==> src/hw/adc_processing_pkg.sv <==
// Shared widths and types for the ADC post-processing datapath
// Imported by every stage and by the top level
`default_nettype none

package adc_processing_pkg;

    // Sample word and channel count limits
    parameter int DATA_WIDTH = 16;
    parameter int MAX_CHANNELS = 4;
    parameter int CHANNEL_WIDTH = $clog2(MAX_CHANNELS);

    // Signed ADC sample as seen on every stream
    typedef logic signed [DATA_WIDTH-1:0] sample_t;

    // Channel tag carried alongside each sample
    typedef logic [CHANNEL_WIDTH-1:0] channel_t;

    // Calibration gain as a right shift
    typedef logic [2:0] shift_t;

    // Decimation ratio where 0 and 1 both mean no decimation
    typedef logic [7:0] ratio_t;

    // Slow trip qualification time in clock cycles
    typedef logic [7:0] delay_t;

endpackage

`default_nettype wire

==> src/hw/calibration.sv <==
// Per-channel offset and gain correction for the incoming sample stream
// Offset add saturates to the sample range, gain is an arithmetic right shift
`timescale 1ns/1ps
`default_nettype none

module calibration #(
    parameter int N_CHANNELS = 4
) (
    input  wire                                                 clock,
    input  wire                                                 rst_n,
    input  wire adc_processing_pkg::sample_t                    in_data,
    input  wire adc_processing_pkg::channel_t                   in_channel,
    input  wire                                                 in_valid,
    input  wire adc_processing_pkg::sample_t [N_CHANNELS-1:0]   offsets,
    input  wire adc_processing_pkg::shift_t                     shift,
    output adc_processing_pkg::sample_t                         out_data,
    output adc_processing_pkg::channel_t                        out_channel,
    output logic                                                out_valid
);
    import adc_processing_pkg::*;

    sample_t                     offset_sel;
    logic signed [DATA_WIDTH:0]  sum;
    sample_t                     saturated;
    sample_t                     shifted;

    always_comb begin
        // Tags beyond the configured channels get no offset
        offset_sel = '0;
        if (int'(in_channel) < N_CHANNELS) begin
            offset_sel = offsets[in_channel];
        end
        // One guard bit so the sum cannot wrap
        sum = {in_data[DATA_WIDTH-1], in_data} + {offset_sel[DATA_WIDTH-1], offset_sel};
        // Top two bits differ only on overflow
        if (sum[DATA_WIDTH] != sum[DATA_WIDTH-1]) begin
            saturated = sum[DATA_WIDTH] ? {1'b1, {(DATA_WIDTH-1){1'b0}}}
                                        : {1'b0, {(DATA_WIDTH-1){1'b1}}};
        end else begin
            saturated = sum[DATA_WIDTH-1:0];
        end
        // Sign preserving gain
        shifted = saturated >>> shift;
    end

    // Strobe follows the input by exactly one cycle
    always_ff @(posedge clock) begin
        if (!rst_n) begin
            out_valid <= 1'b0;
        end else begin
            out_valid <= in_valid;
        end
    end

    always_ff @(posedge clock) begin
        if (in_valid) begin
            out_data    <= shifted;
            out_channel <= in_channel;
        end
    end

endmodule

`default_nettype wire

==> src/hw/comparator.sv <==
// Threshold detector with hysteresis or latching per channel
// Used once on the fast stream and once on the decimated stream
// Trip outputs are the OR over all channel flags
`timescale 1ns/1ps
`default_nettype none

module comparator #(
    parameter int N_CHANNELS = 4
) (
    input  wire                                clock,
    input  wire                                rst_n,
    input  wire adc_processing_pkg::sample_t   in_data,
    input  wire adc_processing_pkg::channel_t  in_channel,
    input  wire                                in_valid,
    input  wire adc_processing_pkg::sample_t   thr_low_fall,
    input  wire adc_processing_pkg::sample_t   thr_low_rise,
    input  wire adc_processing_pkg::sample_t   thr_high_fall,
    input  wire adc_processing_pkg::sample_t   thr_high_rise,
    input  wire                                latch_mode,
    input  wire                                clear_latch,
    output logic                               trip_high,
    output logic                               trip_low
);
    import adc_processing_pkg::*;

    // One high and one low flag for every channel
    logic [N_CHANNELS-1:0] high_flags;
    logic [N_CHANNELS-1:0] low_flags;
    logic [N_CHANNELS-1:0] high_next;
    logic [N_CHANNELS-1:0] low_next;
    logic                  chan_ok;

    always_comb begin
        chan_ok   = int'(in_channel) < N_CHANNELS;
        high_next = high_flags;
        low_next  = low_flags;
        if (latch_mode && clear_latch) begin
            // Clear wins over any sample arriving in the same cycle
            high_next = '0;
            low_next  = '0;
        end else if (in_valid && chan_ok) begin
            // High side, set above rise threshold
            if (in_data > thr_high_rise) begin
                high_next[in_channel] = 1'b1;
            end else if (!latch_mode && (in_data < thr_high_fall)) begin
                high_next[in_channel] = 1'b0;
            end
            // Low side mirrors the high side
            if (in_data < thr_low_fall) begin
                low_next[in_channel] = 1'b1;
            end else if (!latch_mode && (in_data > thr_low_rise)) begin
                low_next[in_channel] = 1'b0;
            end
        end
    end

    // Trips are registered from the next-state flags
    // so they move one cycle after the sample
    always_ff @(posedge clock) begin
        if (!rst_n) begin
            high_flags <= '0;
            low_flags  <= '0;
            trip_high  <= 1'b0;
            trip_low   <= 1'b0;
        end else begin
            high_flags <= high_next;
            low_flags  <= low_next;
            trip_high  <= |high_next;
            trip_low   <= |low_next;
        end
    end

endmodule

`default_nettype wire

==> src/hw/decimator.sv <==
// Per-channel decimator for an interleaved sample stream
// Forwards every ratio-th sample of each channel without averaging
`timescale 1ns/1ps
`default_nettype none

module decimator #(
    parameter int N_CHANNELS = 4
) (
    input  wire                                clock,
    input  wire                                rst_n,
    input  wire adc_processing_pkg::sample_t   in_data,
    input  wire adc_processing_pkg::channel_t  in_channel,
    input  wire                                in_valid,
    input  wire adc_processing_pkg::ratio_t    ratio,
    output adc_processing_pkg::sample_t        out_data,
    output adc_processing_pkg::channel_t       out_channel,
    output logic                               out_valid
);
    import adc_processing_pkg::*;

    // Samples seen since the last forwarded one, per channel
    ratio_t counters [N_CHANNELS];
    ratio_t count_sel;
    logic   chan_ok;
    logic   forward;

    always_comb begin
        chan_ok   = int'(in_channel) < N_CHANNELS;
        count_sel = '0;
        if (chan_ok) begin
            count_sel = counters[in_channel];
        end
        // Ratio 0 or 1 passes everything through
        forward = (ratio <= ratio_t'(1)) || (count_sel == ratio - ratio_t'(1));
    end

    always_ff @(posedge clock) begin
        if (!rst_n) begin
            for (int i = 0; i < N_CHANNELS; i++) begin
                counters[i] <= '0;
            end
            out_valid <= 1'b0;
        end else begin
            out_valid <= in_valid && chan_ok && forward;
            if (in_valid && chan_ok) begin
                // Wrap to zero on the forwarded sample
                if (forward) begin
                    counters[in_channel] <= '0;
                end else begin
                    counters[in_channel] <= count_sel + ratio_t'(1);
                end
            end
        end
    end

    // Payload only loads on a forwarded sample
    always_ff @(posedge clock) begin
        if (in_valid && chan_ok && forward) begin
            out_data    <= in_data;
            out_channel <= in_channel;
        end
    end

endmodule

`default_nettype wire

==> src/hw/fault_combiner.sv <==
// Merges fast and slow comparator trips into a single fault line
// Fast trips fault at once, slow trips only after fault_delay cycles
// Optional sticky hold with clear, and a global disable
`timescale 1ns/1ps
`default_nettype none

module fault_combiner #(
    parameter bit STICKY_FAULT = 1'b1
) (
    input  wire                              clock,
    input  wire                              rst_n,
    input  wire                              fast_high,
    input  wire                              fast_low,
    input  wire                              slow_high,
    input  wire                              slow_low,
    input  wire adc_processing_pkg::delay_t  fault_delay,
    input  wire                              clear_fault,
    input  wire                              fault_disable,
    output logic                             fault
);
    import adc_processing_pkg::*;

    // Length of the current slow trip run without the present cycle
    delay_t       slow_count;
    logic         slow_any;
    logic         fast_any;
    logic [8:0]   run_len;
    logic         fault_cond;

    always_comb begin
        fast_any = fast_high | fast_low;
        slow_any = slow_high | slow_low;
        // Run length including the present cycle, one extra bit
        run_len  = {1'b0, slow_count} + 9'd1;
        fault_cond = fast_any || (slow_any && (run_len >= {1'b0, fault_delay}));
    end

    always_ff @(posedge clock) begin
        if (!rst_n || !slow_any) begin
            slow_count <= '0;
        end else if (slow_count != '1) begin
            // Saturate so long trips never wrap back under the delay
            slow_count <= slow_count + delay_t'(1);
        end
    end

    always_ff @(posedge clock) begin
        if (!rst_n) begin
            fault <= 1'b0;
        end else if (fault_disable) begin
            fault <= 1'b0;
        end else if (STICKY_FAULT) begin
            // Held until the host clears it
            if (clear_fault) begin
                fault <= 1'b0;
            end else if (fault_cond) begin
                fault <= 1'b1;
            end
        end else begin
            fault <= fault_cond;
        end
    end

endmodule

`default_nettype wire

==> src/hw/adc_processing.sv <==
// Top level of the ADC post-processing chain
// Calibration feeds the fast comparator and the decimator, decimator feeds
// the slow comparator, and both comparators drive the fault block
`timescale 1ns/1ps
`default_nettype none

module adc_processing #(
    parameter int N_CHANNELS   = 4,
    parameter bit STICKY_FAULT = 1'b1
) (
    input  wire                                                clock,
    input  wire                                                rst_n,
    // Raw interleaved samples
    input  wire adc_processing_pkg::sample_t                   in_data,
    input  wire adc_processing_pkg::channel_t                  in_channel,
    input  wire                                                in_valid,
    // Calibration setup
    input  wire adc_processing_pkg::sample_t [N_CHANNELS-1:0]  offsets,
    input  wire adc_processing_pkg::shift_t                    shift,
    // Fast comparator setup
    input  wire adc_processing_pkg::sample_t                   fast_thr_low_fall,
    input  wire adc_processing_pkg::sample_t                   fast_thr_low_rise,
    input  wire adc_processing_pkg::sample_t                   fast_thr_high_fall,
    input  wire adc_processing_pkg::sample_t                   fast_thr_high_rise,
    input  wire                                                fast_latch_mode,
    input  wire                                                fast_clear_latch,
    // Slow comparator setup
    input  wire adc_processing_pkg::sample_t                   slow_thr_low_fall,
    input  wire adc_processing_pkg::sample_t                   slow_thr_low_rise,
    input  wire adc_processing_pkg::sample_t                   slow_thr_high_fall,
    input  wire adc_processing_pkg::sample_t                   slow_thr_high_rise,
    input  wire                                                slow_latch_mode,
    input  wire                                                slow_clear_latch,
    // Decimation and fault setup
    input  wire adc_processing_pkg::ratio_t                    decimation_ratio,
    input  wire adc_processing_pkg::delay_t                    fault_delay,
    input  wire                                                clear_fault,
    input  wire                                                fault_disable,
    // Output streams and status
    output wire adc_processing_pkg::sample_t                   fast_data,
    output wire adc_processing_pkg::channel_t                  fast_channel,
    output wire                                                fast_valid,
    output wire adc_processing_pkg::sample_t                   filtered_data,
    output wire adc_processing_pkg::channel_t                  filtered_channel,
    output wire                                                filtered_valid,
    output wire                                                fast_trip_high,
    output wire                                                fast_trip_low,
    output wire                                                slow_trip_high,
    output wire                                                slow_trip_low,
    output wire                                                fault
);
    import adc_processing_pkg::*;

    // Calibrated stream, shared by both branches
    sample_t  cal_data;
    channel_t cal_channel;
    logic     cal_valid;

    // Decimated stream for the slow branch
    sample_t  dec_data;
    channel_t dec_channel;
    logic     dec_valid;

    calibration #(
        .N_CHANNELS(N_CHANNELS)
    ) calibrator (
        .clock(clock),
        .rst_n(rst_n),
        .in_data(in_data),
        .in_channel(in_channel),
        .in_valid(in_valid),
        .offsets(offsets),
        .shift(shift),
        .out_data(cal_data),
        .out_channel(cal_channel),
        .out_valid(cal_valid)
    );

    comparator #(
        .N_CHANNELS(N_CHANNELS)
    ) fast_cmp (
        .clock(clock),
        .rst_n(rst_n),
        .in_data(cal_data),
        .in_channel(cal_channel),
        .in_valid(cal_valid),
        .thr_low_fall(fast_thr_low_fall),
        .thr_low_rise(fast_thr_low_rise),
        .thr_high_fall(fast_thr_high_fall),
        .thr_high_rise(fast_thr_high_rise),
        .latch_mode(fast_latch_mode),
        .clear_latch(fast_clear_latch),
        .trip_high(fast_trip_high),
        .trip_low(fast_trip_low)
    );

    decimator #(
        .N_CHANNELS(N_CHANNELS)
    ) dec (
        .clock(clock),
        .rst_n(rst_n),
        .in_data(cal_data),
        .in_channel(cal_channel),
        .in_valid(cal_valid),
        .ratio(decimation_ratio),
        .out_data(dec_data),
        .out_channel(dec_channel),
        .out_valid(dec_valid)
    );

    comparator #(
        .N_CHANNELS(N_CHANNELS)
    ) slow_cmp (
        .clock(clock),
        .rst_n(rst_n),
        .in_data(dec_data),
        .in_channel(dec_channel),
        .in_valid(dec_valid),
        .thr_low_fall(slow_thr_low_fall),
        .thr_low_rise(slow_thr_low_rise),
        .thr_high_fall(slow_thr_high_fall),
        .thr_high_rise(slow_thr_high_rise),
        .latch_mode(slow_latch_mode),
        .clear_latch(slow_clear_latch),
        .trip_high(slow_trip_high),
        .trip_low(slow_trip_low)
    );

    fault_combiner #(
        .STICKY_FAULT(STICKY_FAULT)
    ) fault_unit (
        .clock(clock),
        .rst_n(rst_n),
        .fast_high(fast_trip_high),
        .fast_low(fast_trip_low),
        .slow_high(slow_trip_high),
        .slow_low(slow_trip_low),
        .fault_delay(fault_delay),
        .clear_fault(clear_fault),
        .fault_disable(fault_disable),
        .fault(fault)
    );

    // Both internal streams are also visible outside
    assign fast_data        = cal_data;
    assign fast_channel     = cal_channel;
    assign fast_valid       = cal_valid;
    assign filtered_data    = dec_data;
    assign filtered_channel = dec_channel;
    assign filtered_valid   = dec_valid;

endmodule

`default_nettype wire

==> config.mk <==
export PLATFORM = sky130hd
export DESIGN_NAME = adc_processing
export DESIGN_NICKNAME = d
export VERILOG_FILES = /design/src/hw/adc_processing_pkg.sv /design/src/hw/calibration.sv /design/src/hw/comparator.sv /design/src/hw/decimator.sv /design/src/hw/fault_combiner.sv /design/src/hw/adc_processing.sv
export SDC_FILE = /design/constraint.sdc
export NUM_CORES = 1
export LEC_CHECK = 0
export BUFFER_PORTS_ARGS = -buffer_cell sky130_fd_sc_hd__buf_4
export CAP_MARGIN = 20
export CORE_MARGIN = 5
export CORE_UTILIZATION = 54
export DETAILED_ROUTE_END_ITERATION = 12
export GPL_TIMING_DRIVEN = 0
export PLACE_DENSITY = 0.83
export SYNTH_ARGS = -nofsm -noshare
export SYNTH_HDL_FRONTEND = slang
export SYNTH_SLANG_ARGS = --single-unit
export TNS_END_PERCENT = 100
==> constraint.sdc <==
create_clock -name clock -period 6.24 [get_ports clock]
set_clock_uncertainty 0.2 [all_clocks]
set_input_delay 1.248 -clock clock [delete_from_list [all_inputs] [get_ports clock]]
set_output_delay 1.248 -clock clock [all_outputs]
set_load 0.1 [all_outputs]
Yosys cells after proc, flatten, opt, wreduce, memory -nomap -nowiden
Memories as Yosys holds them, arrays and structs flattened. A register that Yosys moved wholly into a read port is not among the register bits. Cells that the tools add are included.

Add/sub/neg operators: 5. Order comparisons: 15. Eq/ne operators: 3. Shift operators: 1. Muxes and demuxes: 38. Bitwise operators: 14. Reductions and logical operators: 23.

Operators with widths (count): 16-bit > comparator (4); 16-bit less-than comparator (4); 4-bit 2-to-1 mux (16); 16-bit 2-to-1 mux (3); 16-bit binary-select mux with 2-bit select (1); 16-bit by 16-bit adder with 17-bit output (1); 8-bit by 1-bit adder with 8-bit output, second input constant (2); 4-bit bitwise AND (4); 8-bit 2-to-1 mux (2); 4-bit OR (4); 4-bit OR reduction (4); 16-bit by 3-bit >>> shifter with 16-bit output (1); 1-bit 2-to-1 mux (12); 1-bit logical AND (10); 8-bit by 1-bit adder with 9-bit output, second input constant (1); 9-bit by 8-bit greater-or-equal comparator with 1-bit output (1); 2-bit by 3-bit less-than comparator with 1-bit output, second input constant (3); 8-bit == test (1); 8-bit by 1-bit less-or-equal comparator with 1-bit output, second input constant (1); 8-bit inequality test, second input constant (1); 4-bit inverter (2); 8-bit OR reduction (1); 8-bit by 1-bit subtractor with 8-bit output, second input constant (1); 1-bit demux with 2-bit select (2); other kinds (8) (17).

Register bits: 67. Memory bits (writable): 32. Bits of input ports: 238. Output and inout port bits: 43. Memories kept: 1.

Memories: dec.counters (words 4, bits a word 8, read ports 1, clocked after memory_dff 1, wr ports 4, line decimator.sv:22) `ratio_t counters [N_CHANNELS];`.

Longest topological paths before layout
Gate-level depths: netlist (run 1).

Word-level depth: 11. Gate-level depth with buffers: 16. Gate-level depth less buffers: 12.

Cells and area by module
From an unflattened synthesis (run 1), not the netlist that was laid out.

Cells, all modules: 1083. Area, all modules: 9786.9 um^2.

By module, submodules not included: calibration (instances 1, cells an instance 264, area an instance 2511.2 um^2); decimator (instances 1, cells an instance 166, area an instance 2388.5 um^2); comparator (slow_cmp) (instances 1, cells an instance 290, area an instance 2158.3 um^2); comparator (fast_cmp) (instances 1, cells an instance 283, area an instance 2079.5 um^2); fault_combiner (instances 1, cells an instance 80, area an instance 649.4 um^2).

Least setup slack after synthesis (run 1)
Ideal clock, no wire load.

Path type: input-to-reg. From: input port in_channel[0]. To: register calibrator.out_data[7], data pin. Library setup time: 0.261 ns. Data arrival time: 5.330 ns. Required time: 5.779 ns. Path slack: 0.449 ns. Stages: 13. Path buffers: 2. Cell sequence: clkbuf_1 > buf_1 > mux4_2 > ha_1 > fa_1 > a21o_1 > a221oi_2 > and4b_1 > a211o_1 > xor2_1 > mux2_4 > and2_4 > a311o_1.

Longest elaborated chain between the ends: 6. Elaborated cells on any way between the ends: 7.

Ends and longest elaborated chain: start, declared (line adc_processing.sv:15) `input wire adc_processing_pkg::channel_t in_channel,`; 16-bit binary-select mux with 2-bit select (*) (line calibration.sv:31) `offset_sel = offsets[in_channel];`; 16-bit 2-to-1 mux (not written as such) (*) (line calibration.sv:31); 16-bit by 16-bit adder with 17-bit output (*) (line calibration.sv:34) `sum = {in_data[DATA_WIDTH-1], in_data} + {offset_sel[DATA_WIDTH-1], offset_sel};`; 16-bit 2-to-1 mux / 1-bit inequality test (equally long branches) (line calibration.sv:37, calibration.sv:36); 16-bit 2-to-1 mux (*) (line calibration.sv:36) `if (sum[DATA_WIDTH] != sum[DATA_WIDTH-1]) begin`; 16-bit by 3-bit >>> shifter with 16-bit output (*) (line calibration.sv:43) `shifted = saturated >>> shift;`; named net calibrator.shifted[7] (line calibration.sv:25) `sample_t shifted;`; end signal, assigned (line calibration.sv:57) `out_data <= shifted;`; end, declared (line calibration.sv:16) `output adc_processing_pkg::sample_t out_data,`.

The timed path passes the listed nets; every way through them passes the cells marked *. The select of a mux whose other input is x is not followed. A chain may end at the register's enable or synchronous reset.

Worst setup path in the final report (run 1)
From: input port in_channel[1]. To: register calibrator.out_data[14], data pin.

Longest elaborated chain between the ends: 6. Elaborated cells on any way between the ends: 7.

Ends and longest elaborated chain: 16-bit binary-select mux with 2-bit select (*) (line calibration.sv:31); 16-bit 2-to-1 mux (not written as such) (*) (line calibration.sv:31); 16-bit by 16-bit adder with 17-bit output (*) (line calibration.sv:34); 16-bit 2-to-1 mux / 1-bit inequality test (equally long branches) (line calibration.sv:37, calibration.sv:36); 16-bit 2-to-1 mux (*) (line calibration.sv:36); named net calibrator.saturated[15] (line calibration.sv:24) `sample_t saturated;`; 16-bit by 3-bit >>> shifter with 16-bit output (*) (line calibration.sv:43); named net calibrator.shifted[14] (line calibration.sv:25).

Marks and branches as above.

==> Flow_metrics.wiki, run 1 <==
{| class="wikitable"
! Metric !! Value
|-
| Count of final max-slew check failures || 0
|-
| Cts hold-fix bufs || 0
|-
| Number of max-cap violations || 0
|-
| Share of async-settable or async-resettable flops after synthesis || 0%
|-
| First-pass GRT wire length || 44,410 µm
|-
| Number of warnings reported in the yosys synthesis log || 0
|-
| Biggest area contributors in the synthesized netlist || edfxtp_1 (21%), ha_1 (20%), dfxtp_1 (6.9%), inv_1 (6.0%), mux4_2 (5.8%)
|-
| Cell Pwr Density || 208.6 nW/µm²
|-
| Average wire per standard cell || around 18 µm
|-
| Die span in y || between 100 and 150 µm
|-
| Routed Antenna Nets || 0
|-
| Per-instance average area after synthesis || 8.941 µm²
|-
| Worst-Skew Late Latency || 350 ps
|-
| Number of placement rows || 48
|-
| Detailed-route wire length || ~28,000 µm
|-
| Crit Path Max Fanout || 10
|-
| Count of clock tree sinks || 101
|-
| Synth cell count leaders || inv_1 (154), ha_1 (152), nor2_1 (88)
|-
| Largest incremental delay on the critical path || a little over 500 ps
|-
| Path type of the worst min-delay path || flip-flop to flip-flop
|-
| Number of enable-type register cells in the synthesized netlist || 68
|-
| Slowest CP cell || a221oi_2
|-
| Peak supply drop || around 0.12 mV
|-
| Outcome || finished clean
|-
| Top Ports || 281
|-
| Placed Cells incl. Taps || 1,580
|-
| Count of inserted antenna diode cells || 0
|-
| FF/Latch Area || 2703 µm²
|-
| Clock tree from TritonCTS || built
|-
| Worst-margin pin slew || about 970 ps
|-
| Sequential cell area fraction in the yosys report || 28.04%
|-
| Critical path type || primary input to flip-flop
|-
| Min cycle time layout || between 5000 and 6000 ps
|-
| Clock tree root buffer cell || clkbuf_16
|-
| Starting utilization of the core area || 55.34%
|-
| DR vias/cell || 5.853
|-
| Unrepaired setup endpoints after global routing || false
|-
| Most common cell in the netlist || inv_1
|-
| Data arrival time of the worst path || roughly 5500 ps
|-
| Overall die width || 143.6 µm
|-
| Most instantiated flip-flop cell in the synthesis netlist || edfxtp_1
|-
| First-pass DRT Iterations || 8
|-
| Post-Syn Nets || 1,469
|-
| Final core occ || 70.84%
|-
| Seq cells post-synth || 101
|-
| Number of distinct library cell variants in the gate-level netlist after synthesis || 73
|-
| Htree depth || 3
|-
| Peak clock frequency supported by timing || 0.1773 GHz
|-
| Share of layout cells above drive strength 1 || 25.69%
|-
| Clock-pin slew on the worst setup and hold paths || 70 ps
|-
| Final number of hold-violating endpoints || 0
|-
| Total half-perimeter wirelength after legalization and detailed placement || 24,150 µm
|-
| Pin count of the biggest net entering global routing || 22
|-
| First DRT Iteration DRCs || 490
|-
| Antenna violations before repair || 0
|-
| Final-report setup violation count || 0
|-
| CP Data Required Time || 6110 ps
|-
| Top-area cell type share of the netlist area || 21.19%
|-
| Worst slew margin || between 30% and 40%
|-
| Area used by multi-input combinational logic || 6238 µm²
|-
| Number of buffers added by the clock tree synthesis step || 9
|-
| Core ar. || 17,420 µm²
|-
| CP Cell Sequence || buf_4 -> clkbuf_1 -> clkbuf_1 -> mux4_2 -> ha_1 -> fa_1 -> a21o_1 -> a221oi_2 -> nor2_1 -> o2111ai_1 -> o21ai_2 -> clkinv_1 -> nand2b_1 -> buf_2 -> a2111oi_0 -> a211oi_1
|-
| Count of port buffers added during placement || 277
|-
| Fill cells || 1,389
|-
| Crit share post-route || between 90% and 100%
|-
| Post-layout net count || 1,756
|-
| Bufs on Longest Clock Path || 2
|-
| Most used cell, CP || clkbuf_1
|-
| Static leakage || slightly above 6 nW
|-
| Cell accounting for the most synthesized area || edfxtp_1
|-
| Total routing resource utilization after global routing || between 20% and 30%
|-
| Final routed DRC violation total || 0
|-
| Non-Filler Instances || 1,595
|-
| Combined area of all synthesized cells || 9638 µm²
|-
| Endpoint kind of the worst setup timing path || flip-flop
|-
| Sum Neg Setup Slack || 0 ps
|-
| Worst Setup Start Kind || primary input
|-
| Number of global-route vias before repair || 9,422
|-
| Number of instances in the synthesized netlist || about 1,100
|-
| Final Wtd Congestion || 0.9983
|-
| Die ar. || 20,620 µm²
|-
| Remaining Overflow, GRT || 0
|-
| Vias after detailed routing || 9,336
|-
| Area growth syn-to-layout || 28.02%
|}
==> flip-flops by register name (all words and copies together), names as in the netlist, named ones only <==
register	cells
calibrator.out_channel	2
calibrator.out_data	16
calibrator.out_valid	1
dec.counters	32
dec.out_channel	2
dec.out_data	16
dec.out_valid	1
fast_cmp.high_flags	4
fast_cmp.low_flags	4
fast_cmp.trip_high	1
fast_cmp.trip_low	1
fault_unit.fault	1
fault_unit.slow_count	8
slow_cmp.high_flags	4
slow_cmp.low_flags	4
slow_cmp.trip_high	1
slow_cmp.trip_low	1
==> metal layers <==
metal | part of all wire [%] | global-route usage (%) | up-vias
met5 | 0 | 0 | -
met4 | 3.0 | 9.415 | 0
met3 | 7.2 | 3.295 | 52
met2 | 52 | 51.07 | 402
met1 | 38 | 30.66 | 4349
li1 | - | - | 4533
==> worst max-delay path, delay by kind of cell <==
kind	cells	cell delay, ps
adder cells (fa/ha/maj)	2	650
AO/OA/AOI/OAI	6	1700
AND/OR/NAND/NOR	2	260
buffers and inverters	5	1270
multiplexers	1	390
==> worst paths after layout <==
kind | from | endpoint | slack [ps] | depth (start not counted)
worst max-delay path | in_channel[1] | calibrator.out_data[14]$_DFFE_PP_ | 600 | 16
worst min-delay path | slow_cmp.low_flags[2]$_SDFF_PN0_ | slow_cmp.low_flags[2]$_SDFF_PN0_ | 310 | 2
worst min register to register | slow_cmp.low_flags[2]$_SDFF_PN0_ | slow_cmp.low_flags[2]$_SDFF_PN0_ | 310 | 2
worst max register to register | flip-flop | dec.out_data[6]$_DFFE_PP_ | 2700 | 8
==> through the flow <==
step | hold slack [ps] | power, mW | instance area, µm² | setup slack, ps
final | 308.3 | 2.573 | 12340 | 600.9
after global routing | 325.5 | 2.712 | 12340 | 346.6
after CTS | 307.0 | 2.574 | 12340 | 53.46
after detailed placement | 295.7 | 1.954 | 12000 | -300.1
after global placement | 284.9 | 1.929 | 12000 | -299.2
after floorplan | 259.5 | 1.597 | 9638 | 449.4
==> cell families (layout without fill, tap and decap cells) <==
kind of cell / Yosys count / count (layout) / share of synthesized area [%]
AO/OA/AOI/OAI: 260 / 260 / 18.03
XOR/XNOR: 36 / 36 / 3.271
adder cells (fa/ha/maj): 153 / 153 / 19.94
flip-flops: 101 / 101 / 28.04
buffers and inverters: 181 / 473 / 7.257
multiplexers: 40 / 40 / 7.543
AND/OR/NAND/NOR: 307 / 307 / 15.92
==> power breakdown <==
part / switching, mW / total (mW) / internal (mW)
Sequential: 0.0670 / 0.841 / 0.774
Clock: 0.264 / 0.627 / 0.362
Combinational: 0.659 / 1.11 / 0.447
==> cells in the final DEF (no fill, tap or decap), types with 8 or more instances in the layout <==
cell / instances
a211oi_1: 20
edfxtp_1: 68
o211ai_1: 16
clkbuf_16: 9
clkbuf_1: 16
nor2_1: 88
nor2b_1: 9
o31a_1: 10
nand2b_1: 12
xor2_1: 11
inv_1: 154
nor3_1: 21
nand3_1: 31
xnor2_1: 25
ha_1: 152
nand2_1: 63
a21o_1: 31
o21a_1: 8
a31oi_1: 11
o21ai_0: 40
a21oi_1: 69
mux4_2: 25
nand4_1: 19
dfxtp_1: 33
buf_4: 279
and3_1: 10
or2_2: 9
==> timing repair <==
action                                 CTS  global route
resized for setup                        0             1
endpoints found under the hold margin    0             0
buffers inserted                         0             0
setup endpoints to repair                0            11
==> area by class of cell <==
class | instances | share of cell area, %
multi-input cells | 796 | 50.56
repair buffers | 277 | 16.85
flip-flops and latches | 101 | 21.90
plain buffers | 24 | 0.9025
clock inverters | 7 | 0.9228
well taps | 225 | 2.282
inverters | 156 | 4.746
clock buffers | 9 | 1.825
Power figures use the tool's default switching activity.
==> run 2, diff against run 1 <==
--- a/config.mk
+++ b/config.mk
@@ -8,10 +8,9 @@
 export BUFFER_PORTS_ARGS = -buffer_cell sky130_fd_sc_hd__buf_4
 export CAP_MARGIN = 20
 export CORE_MARGIN = 5
-export CORE_UTILIZATION = 54
+export CORE_UTILIZATION = 29
 export DETAILED_ROUTE_END_ITERATION = 12
 export GPL_TIMING_DRIVEN = 0
-export PLACE_DENSITY = 0.83
 export SYNTH_ARGS = -nofsm -noshare
 export SYNTH_HDL_FRONTEND = slang
 export SYNTH_SLANG_ARGS = --single-unit
==> Flow_metrics.wiki, run 2 (same netlist as run 1, synthesis figures left out) <==
{| class="wikitable"
! Metric !! Value
|-
| Placed Cells incl. Taps || 1,797 (+14%)
|-
| Standard cell area after detailed placement || 12,270 µm² (+2.3%)
|-
| Number of global-route vias before repair || 9,425 (+0.032%)
|-
| Area used by multi-input combinational logic || 6238 µm² (unchanged)
|-
| Count of final max-slew check failures || 0 (unchanged)
|-
| Core ar. || 32,700 µm² (+88%)
|-
| CP Data Required Time || 6130 ps (+20 ps)
|-
| First-pass DRT Iterations || 5 (-3)
|-
| Endpoint kind of the worst setup timing path || flip-flop
|-
| Clock tree from TritonCTS || built
|-
| Clock tree root buffer cell || clkbuf_16
|-
| FF/Latch Area || 2703 µm² (unchanged)
|-
| Share of layout cells above drive strength 1 || 25.60% (-0.092 points)
|-
| Number of max-cap violations || 0 (unchanged)
|-
| Clock-pin slew on the worst setup and hold paths || 70 ps (about the same)
|-
| Count of clock tree sinks || 101 (unchanged)
|-
| Top Ports || 281 (unchanged)
|-
| Outcome || finished clean
|-
| Remaining Overflow, GRT || 0 (unchanged)
|-
| Die ar. || 36,980 µm² (+79%)
|-
| Crit Path Max Fanout || 10 (unchanged)
|-
| Final routed DRC violation total || 0 (unchanged)
|-
| Met1 routed wirelength after detailed routing || 12,850 µm (+18%)
|-
| Fill cells || 3,449 (+150%)
|-
| Number of placement rows || 66 (+38%)
|-
| DR vias/cell || 5.048 (-14%)
|-
| Post-route cell area || 12,570 µm² (+1.8%)
|-
| Bufs on Longest Clock Path || 2 (unchanged)
|-
| Worst Setup Start Kind || primary input
|-
| Top library cells by usage in the layout, fill and taps aside || buf_4 (279), inv_1 (154), ha_1 (152)
|-
| Highest layer used for signal routing || met4
|-
| Count of inserted antenna diode cells || 0 (unchanged)
|-
| Crit share post-route || 94.07% (+3.7 points)
|-
| Overall die width || 192.3 µm (+34%)
|-
| First-pass GRT wire length || 47,620 µm (+7.2%)
|-
| Vias after detailed routing || 9,152 (-2.0%)
|-
| Routed Antenna Nets || 0 (unchanged)
|-
| Number of instances on the worst hold path || 2 (unchanged)
|-
| Routed length on met2 || 15,400 µm (+5.1%)
|-
| Cell Pwr Density || 200.0 nW/µm² (-4.1%)
|-
| Non-Filler Instances || 1,813 (+14%)
|-
| Hold EP || slow_cmp.low_flags[2]$_SDFF_PN0_
|-
| Number of buffers added by the clock tree synthesis step || 9 (unchanged)
|-
| Total met3 wirelength after detailed routing || 1843 µm (-9.7%)
|-
| Total routing resource utilization after global routing || 16.25% (-11 points)
|-
| Count of port buffers added during placement || 277 (unchanged)
|-
| Worst r2r dst || dec.out_data[2]$_DFFE_PP_
|-
| Path type of the worst min-delay path || flip-flop to flip-flop
|-
| Final-report setup violation count || 0 (unchanged)
|-
| Max FFs per register || 32 (unchanged)
|-
| Largest reg by FF count || dec.counters
|-
| Detailed-route wire length || 30,830 µm (+8.5%)
|-
| Critical path type || primary input to flip-flop
|-
| Peak supply drop || 0.1041 mV (-15%)
|-
| Total half-perimeter wirelength after legalization and detailed placement || 26,130 µm (+8.2%)
|-
| Final Wtd Congestion || 0.8906 (-11%)
|-
| Area growth syn-to-layout || 30.38%
|-
| Worst-margin pin slew || 919.3 ps (-48.31 ps)
|-
| Unrepaired setup endpoints after global routing || false
|-
| Worst Reg-to-Reg Cells || 8 (unchanged)
|-
| First DRT Iteration DRCs || 383 (-22%)
|-
| Setup bufs post-CTS || 0 (unchanged)
|-
| Worst slew margin || 38.44% (+3.2 points)
|-
| Worst-Skew Late Latency || 350 ps (about the same)
|-
| Flop-to-flop setup slack || 2740 ps (+40 ps)
|-
| Pin count of the biggest net entering global routing || 22 (unchanged)
|-
| Start point of the worst hold path || slow_cmp.low_flags[2]$_SDFF_PN0_
|-
| Most frequent standard cell in the layout excluding fill and tap cells || buf_4
|-
| Post-layout net count || 1,757 (+0.057%)
|-
| Htree depth || 3 (unchanged)
|-
| Static leakage || 6.042 nW (-0.28%)
|-
| Top Registers || dec.counters (32), calibrator.out_data (16), dec.out_data (16)
|-
| Starting utilization of the core area || 29.47% (-26 points)
|-
| Final number of hold-violating endpoints || 0 (unchanged)
|-
| Data arrival time of the worst path || 5760 ps (+250 ps)
|-
| Min cycle time layout || 5870 ps (+231.1 ps)
|-
| Die span in y || 192.3 µm (+34%)
|-
| Peak clock frequency supported by timing || 0.1704 GHz (-3.9%)
|-
| Average wire per standard cell || 17.01 µm (-4.5%)
|-
| Cts hold-fix bufs || 0 (unchanged)
|-
| Antenna violations before repair || 0 (unchanged)
|}
## run 2: layout make-up
cell class	instances	share of cell area, %
buffer	25	0.9161
multi-input combinational	796	49.65
clock buffer	11	2.021
timing repair buffer	277	16.55
sequential	101	21.51
inverter	156	4.660
tap	442	4.401
clock inverter	5	0.2987
## run 2: what timing repair did
action,4_1_cts,5_1_grt
hold endpoints to repair,0,0
setup endpoints to repair,0,13
resized for setup,0,2
## run 2: layer usage
metal  GRT usage, %  up-vias
met3          2.786       41
met1          19.20     4294
met5              0        -
li1               -     4522
met4          4.992        0
met2          29.95      295
## run 2: worst max-delay path: stages
cell,delay [ps]
buf_4,100
clkbuf_1,450
clkbuf_2,440
mux4_2,580
ha_1,250
fa_1,410
a21o_1,230
a221oi_2,460
and4b_1,250
a211o_1,270
xor2_1,210
mux2_4,310
and2_4,160
a311o_1,370
## run 2: worst max path at each step
stage | start | end | slack, ps | cells after the start
6_report | in_channel[0] | calibrator.out_data[7]$_DFFE_PP_ | 370 | 14
2_1_floorplan | in_channel[0] | calibrator.out_data[7]$_DFFE_PP_ | 450 | 13
3_3_place_gp | in_channel[0] | calibrator.out_data[7]$_DFFE_PP_ | -340 | 14
5_1_grt | in_channel[0] | calibrator.out_data[14]$_DFFE_PP_ | 50 | 16
4_1_cts | in_channel[0] | calibrator.out_data[7]$_DFFE_PP_ | 20 | 14
3_5_place_dp | in_channel[0] | calibrator.out_data[7]$_DFFE_PP_ | -340 | 14
## run 2: power by group
part | switching [mW] | total [mW] | internal (mW)
sequential | 0.0776 | 0.851 | 0.774
combinational | 0.661 | 1.11 | 0.446
clock | 0.256 | 0.555 | 0.299
total | 0.994 | 2.51 | 1.52
## run 2: per-stage QoR
| step | setup slack (ps) | setup TNS, ps | hold WS (ps) | total power [mW] | utilization (%) |
|---|---|---|---|---|---|
| after floorplan | 449.4 | 0 | 259.5 | 1.597 | - |
| after global placement | -338.6 | -2437 | 279.3 | 1.963 | 37.52 |
| after detailed placement | -339.8 | -2384 | 282.1 | 1.978 | 37.53 |
| after CTS | 20.05 | 0 | 293.4 | 2.541 | 38.42 |
| after global routing | 46.03 | 0 | 332.0 | 2.680 | 38.43 |
| final | 369.9 | 0 | 296.9 | 2.514 | 38.43 |
==> run 3, diff against run 2 <==
--- a/config.mk
+++ b/config.mk
@@ -8,7 +8,7 @@
 export BUFFER_PORTS_ARGS = -buffer_cell sky130_fd_sc_hd__buf_4
 export CAP_MARGIN = 20
 export CORE_MARGIN = 5
-export CORE_UTILIZATION = 29
+export CORE_UTILIZATION = 36
 export DETAILED_ROUTE_END_ITERATION = 12
 export GPL_TIMING_DRIVEN = 0
 export SYNTH_ARGS = -nofsm -noshare
==> Flow_metrics.wiki, run 3 (same netlist as run 1, synthesis figures left out) <==
{| class="wikitable"
! Metric !! Value
|-
| Detailed-route wire length || 29,590 µm (-4.0%)
|-
| Part of the total power dissipated in combinational logic || 44.0% (about the same)
|-
| Static leakage || 6.038 nW (about the same)
|-
| Clock tree from TritonCTS || built
|-
| Final Wtd Congestion || 0.9130 (+2.5%)
|-
| Number of buffers added by the clock tree synthesis step || 9 (unchanged)
|-
| Peak supply drop || 0.1341 mV (+29%)
|-
| First-pass DRT Iterations || 7 (+2)
|-
| Switching power total || 1.006 mW (+1.1%)
|-
| Fill cells || 2,571 (-25%)
|-
| Area growth syn-to-layout || 29.07%
|-
| Slowest CP cell || clkbuf_1
|-
| Number of placement rows || 59 (-11%)
|-
| Outcome || finished clean
|-
| Count of clock tree sinks || 101 (unchanged)
|-
| Core ar. || 26,210 µm² (-20%)
|-
| Path type of the worst min-delay path || flip-flop to flip-flop
|-
| Antenna violations before repair || 0 (unchanged)
|-
| Post-layout net count || 1,756 (-0.057%)
|-
| Post-route cell area || 12,440 µm² (-1.0%)
|-
| Remaining Overflow, GRT || 0 (unchanged)
|-
| CP Cell Sequence || buf_4 -> clkbuf_1 -> clkbuf_1 -> mux4_2 -> ha_1 -> fa_1 -> a21o_1 -> a221oi_2 -> nor2_1 -> o2111ai_1 -> o21ai_2 -> nor2_1 -> a211oi_1 -> o311a_1
|-
| Peak clock frequency supported by timing || 0.1775 GHz (+4.2%)
|-
| Unrepaired setup endpoints after global routing || false
|-
| Number of max-cap violations || 0 (unchanged)
|-
| Worst slew margin || 42.58% (+4.1 points)
|-
| Count of final max-slew check failures || 0 (unchanged)
|-
| First DRT Iteration DRCs || 467 (+22%)
|-
| Top library cells by usage in the layout, fill and taps aside || buf_4 (279), inv_1 (154), ha_1 (152)
|-
| Share of total power consumed by net switching || 40.08% (+0.53 points)
|-
| Register share of total power || 33.7% (-0.2 points)
|-
| Beginning of the critical path || in_channel[1]
|-
| Part of the total power dissipated in the clock network || 22.3% (+0.2 points)
|-
| Average wire per standard cell || 17.35 µm (+2.1%)
|-
| Routed Antenna Nets || 0 (unchanged)
|-
| Internal cell power || 1.503 mW (-1.1%)
|-
| First-pass GRT wire length || 46,660 µm (-2.0%)
|-
| Top Ports || 281 (unchanged)
|-
| Endpoint kind of the worst setup timing path || flip-flop
|-
| Die ar. || 30,140 µm² (-18%)
|-
| Top Registers || dec.counters (32), calibrator.out_data (16), dec.out_data (16)
|-
| Largest reg by FF count || dec.counters
|-
| Die span in y || 173.6 µm (-9.7%)
|-
| Overall die width || 173.6 µm (-9.7%)
|-
| Clock tree root buffer cell || clkbuf_16
|-
| Worst-Skew Late Latency || 360 ps (about the same)
|-
| Count of inserted antenna diode cells || 0 (unchanged)
|-
| Starting utilization of the core area || 36.78% (+7.3 points)
|-
| Crit share post-route || 90.30% (-3.8 points)
|-
| Worst-margin pin slew || 857.4 ps (-61.85 ps)
|-
| CP Data Required Time || 6140 ps (about the same)
|-
| Total routing resource utilization after global routing || 19.00% (+2.7 points)
|-
| Standard cell area after detailed placement || 12,140 µm² (-1.1%)
|-
| Final core occ || 47.47% (+9.0 points)
|-
| Number of global-route vias before repair || 9,219 (-2.2%)
|-
| Worst Setup Start Kind || primary input
|-
| Most frequent standard cell in the layout excluding fill and tap cells || buf_4
|-
| Max FFs per register || 32 (unchanged)
|-
| DR vias/cell || 5.303 (+5.1%)
|-
| Min cycle time layout || 5635 ps (-235.1 ps)
|-
| Share of layout cells above drive strength 1 || 25.69% (+0.092 points)
|-
| Bufs on Longest Clock Path || 2 (unchanged)
|-
| Total half-perimeter wirelength after legalization and detailed placement || 25,070 µm (-4.1%)
|-
| Vias after detailed routing || 9,042 (-1.2%)
|-
| Data arrival time of the worst path || 5530 ps (-230 ps)
|-
| Cell Pwr Density || 201.7 nW/µm² (+0.82%)
|-
| Final routed DRC violation total || 0 (unchanged)
|-
| Clock-pin slew on the worst setup and hold paths || 80 ps (about the same)
|-
| Start point of the worst hold path || slow_cmp.low_flags[2]$_SDFF_PN0_
|-
| Count of port buffers added during placement || 277 (unchanged)
|-
| Crit Path Max Fanout || 10 (unchanged)
|-
| Largest incremental delay on the critical path || 500 ps (-80 ps)
|-
| Pin count of the biggest net entering global routing || 22 (unchanged)
|-
| Critical path type || primary input to flip-flop
|-
| Final number of hold-violating endpoints || 0 (unchanged)
|-
| Final-report setup violation count || 0 (unchanged)
|-
| Htree depth || 3 (unchanged)
|}
## run 3: cell count changes in the layout (fill, tap and decap cells not counted), sizes merged
cell	change
clkbuf	-3
clkinv	+2
clkinvlp	+1
inv	-1
## run 3: repair_timing
action / CTS / global route
resized for setup: 0 / 2
endpoints found under the setup margin: 0 / 15
hold buffers: 0 / 0
buffers inserted: 0 / 0
## run 3: metal layers
layer	track usage [%]	part of all wire, %	up-vias
li1	-	-	4524
met5	0	0	-
met3	3.555	5.9	41
met4	5.180	2.2	0
met1	23.02	42	4169
met2	34.53	50	308
## run 3: metrics by stage
step	setup TNS (ps)	power (mW)	hold WS, ps	setup WS (ps)	cells
CTS	0	2.531	300.2	13.68	1706
detailed placement	-2568	1.967	287.2	-350.4	1690
floorplan	0	1.597	259.5	449.4	1078
finish	0	2.509	309.7	605.0	1705
global route	0	2.676	329.9	272.2	1705
global placement	-2524	1.954	283.3	-378.2	1690
## run 3: layout make-up
| cell class | count | area, µm² | share of cell area [%] |
|---|---|---|---|
| multi-input cells | 796 | 6238 | 50.15 |
| flip-flops and latches | 101 | 2703 | 21.73 |
| repair buffers | 277 | 2079 | 16.72 |
| inverters | 156 | 585.6 | 4.707 |
| well taps | 335 | 419.2 | 3.370 |
| clock buffers | 9 | 225.2 | 1.811 |
| plain buffers | 24 | 111.4 | 0.8952 |
| clock inverters | 7 | 77.57 | 0.6236 |
## run 3: final timing paths
check / slack, ps / cells past startpoint / end
max reg2reg: 2780 / 8 / dec.out_data[0]$_DFFE_PP_
min: 310 / 2 / slow_cmp.low_flags[2]$_SDFF_PN0_
min reg2reg: 310 / 2 / slow_cmp.low_flags[2]$_SDFF_PN0_
max: 610 / 14 / calibrator.out_data[8]$_DFFE_PP_
## run 3: power by group through the flow
| stage | combinational, mW | clock [mW] | sequential (mW) |
|---|---|---|---|
| after floorplan | 0.579 | 0 | 1.02 |
| after global placement | 1.09 | 0 | 0.863 |
| after detailed placement | 1.10 | 0 | 0.863 |
| after CTS | 1.11 | 0.575 | 0.848 |
| after global routing | 1.22 | 0.607 | 0.853 |
| final | 1.10 | 0.559 | 0.845 |
## run 3: critical path: cells and delay by family
family                     cells  cell delay [ps]
muxes                          1              410
buffers and inverters          3              930
adders and majority gates      2              660
AOI/OAI and AO/OA              6             1660
and+or+nand+nor                2              630
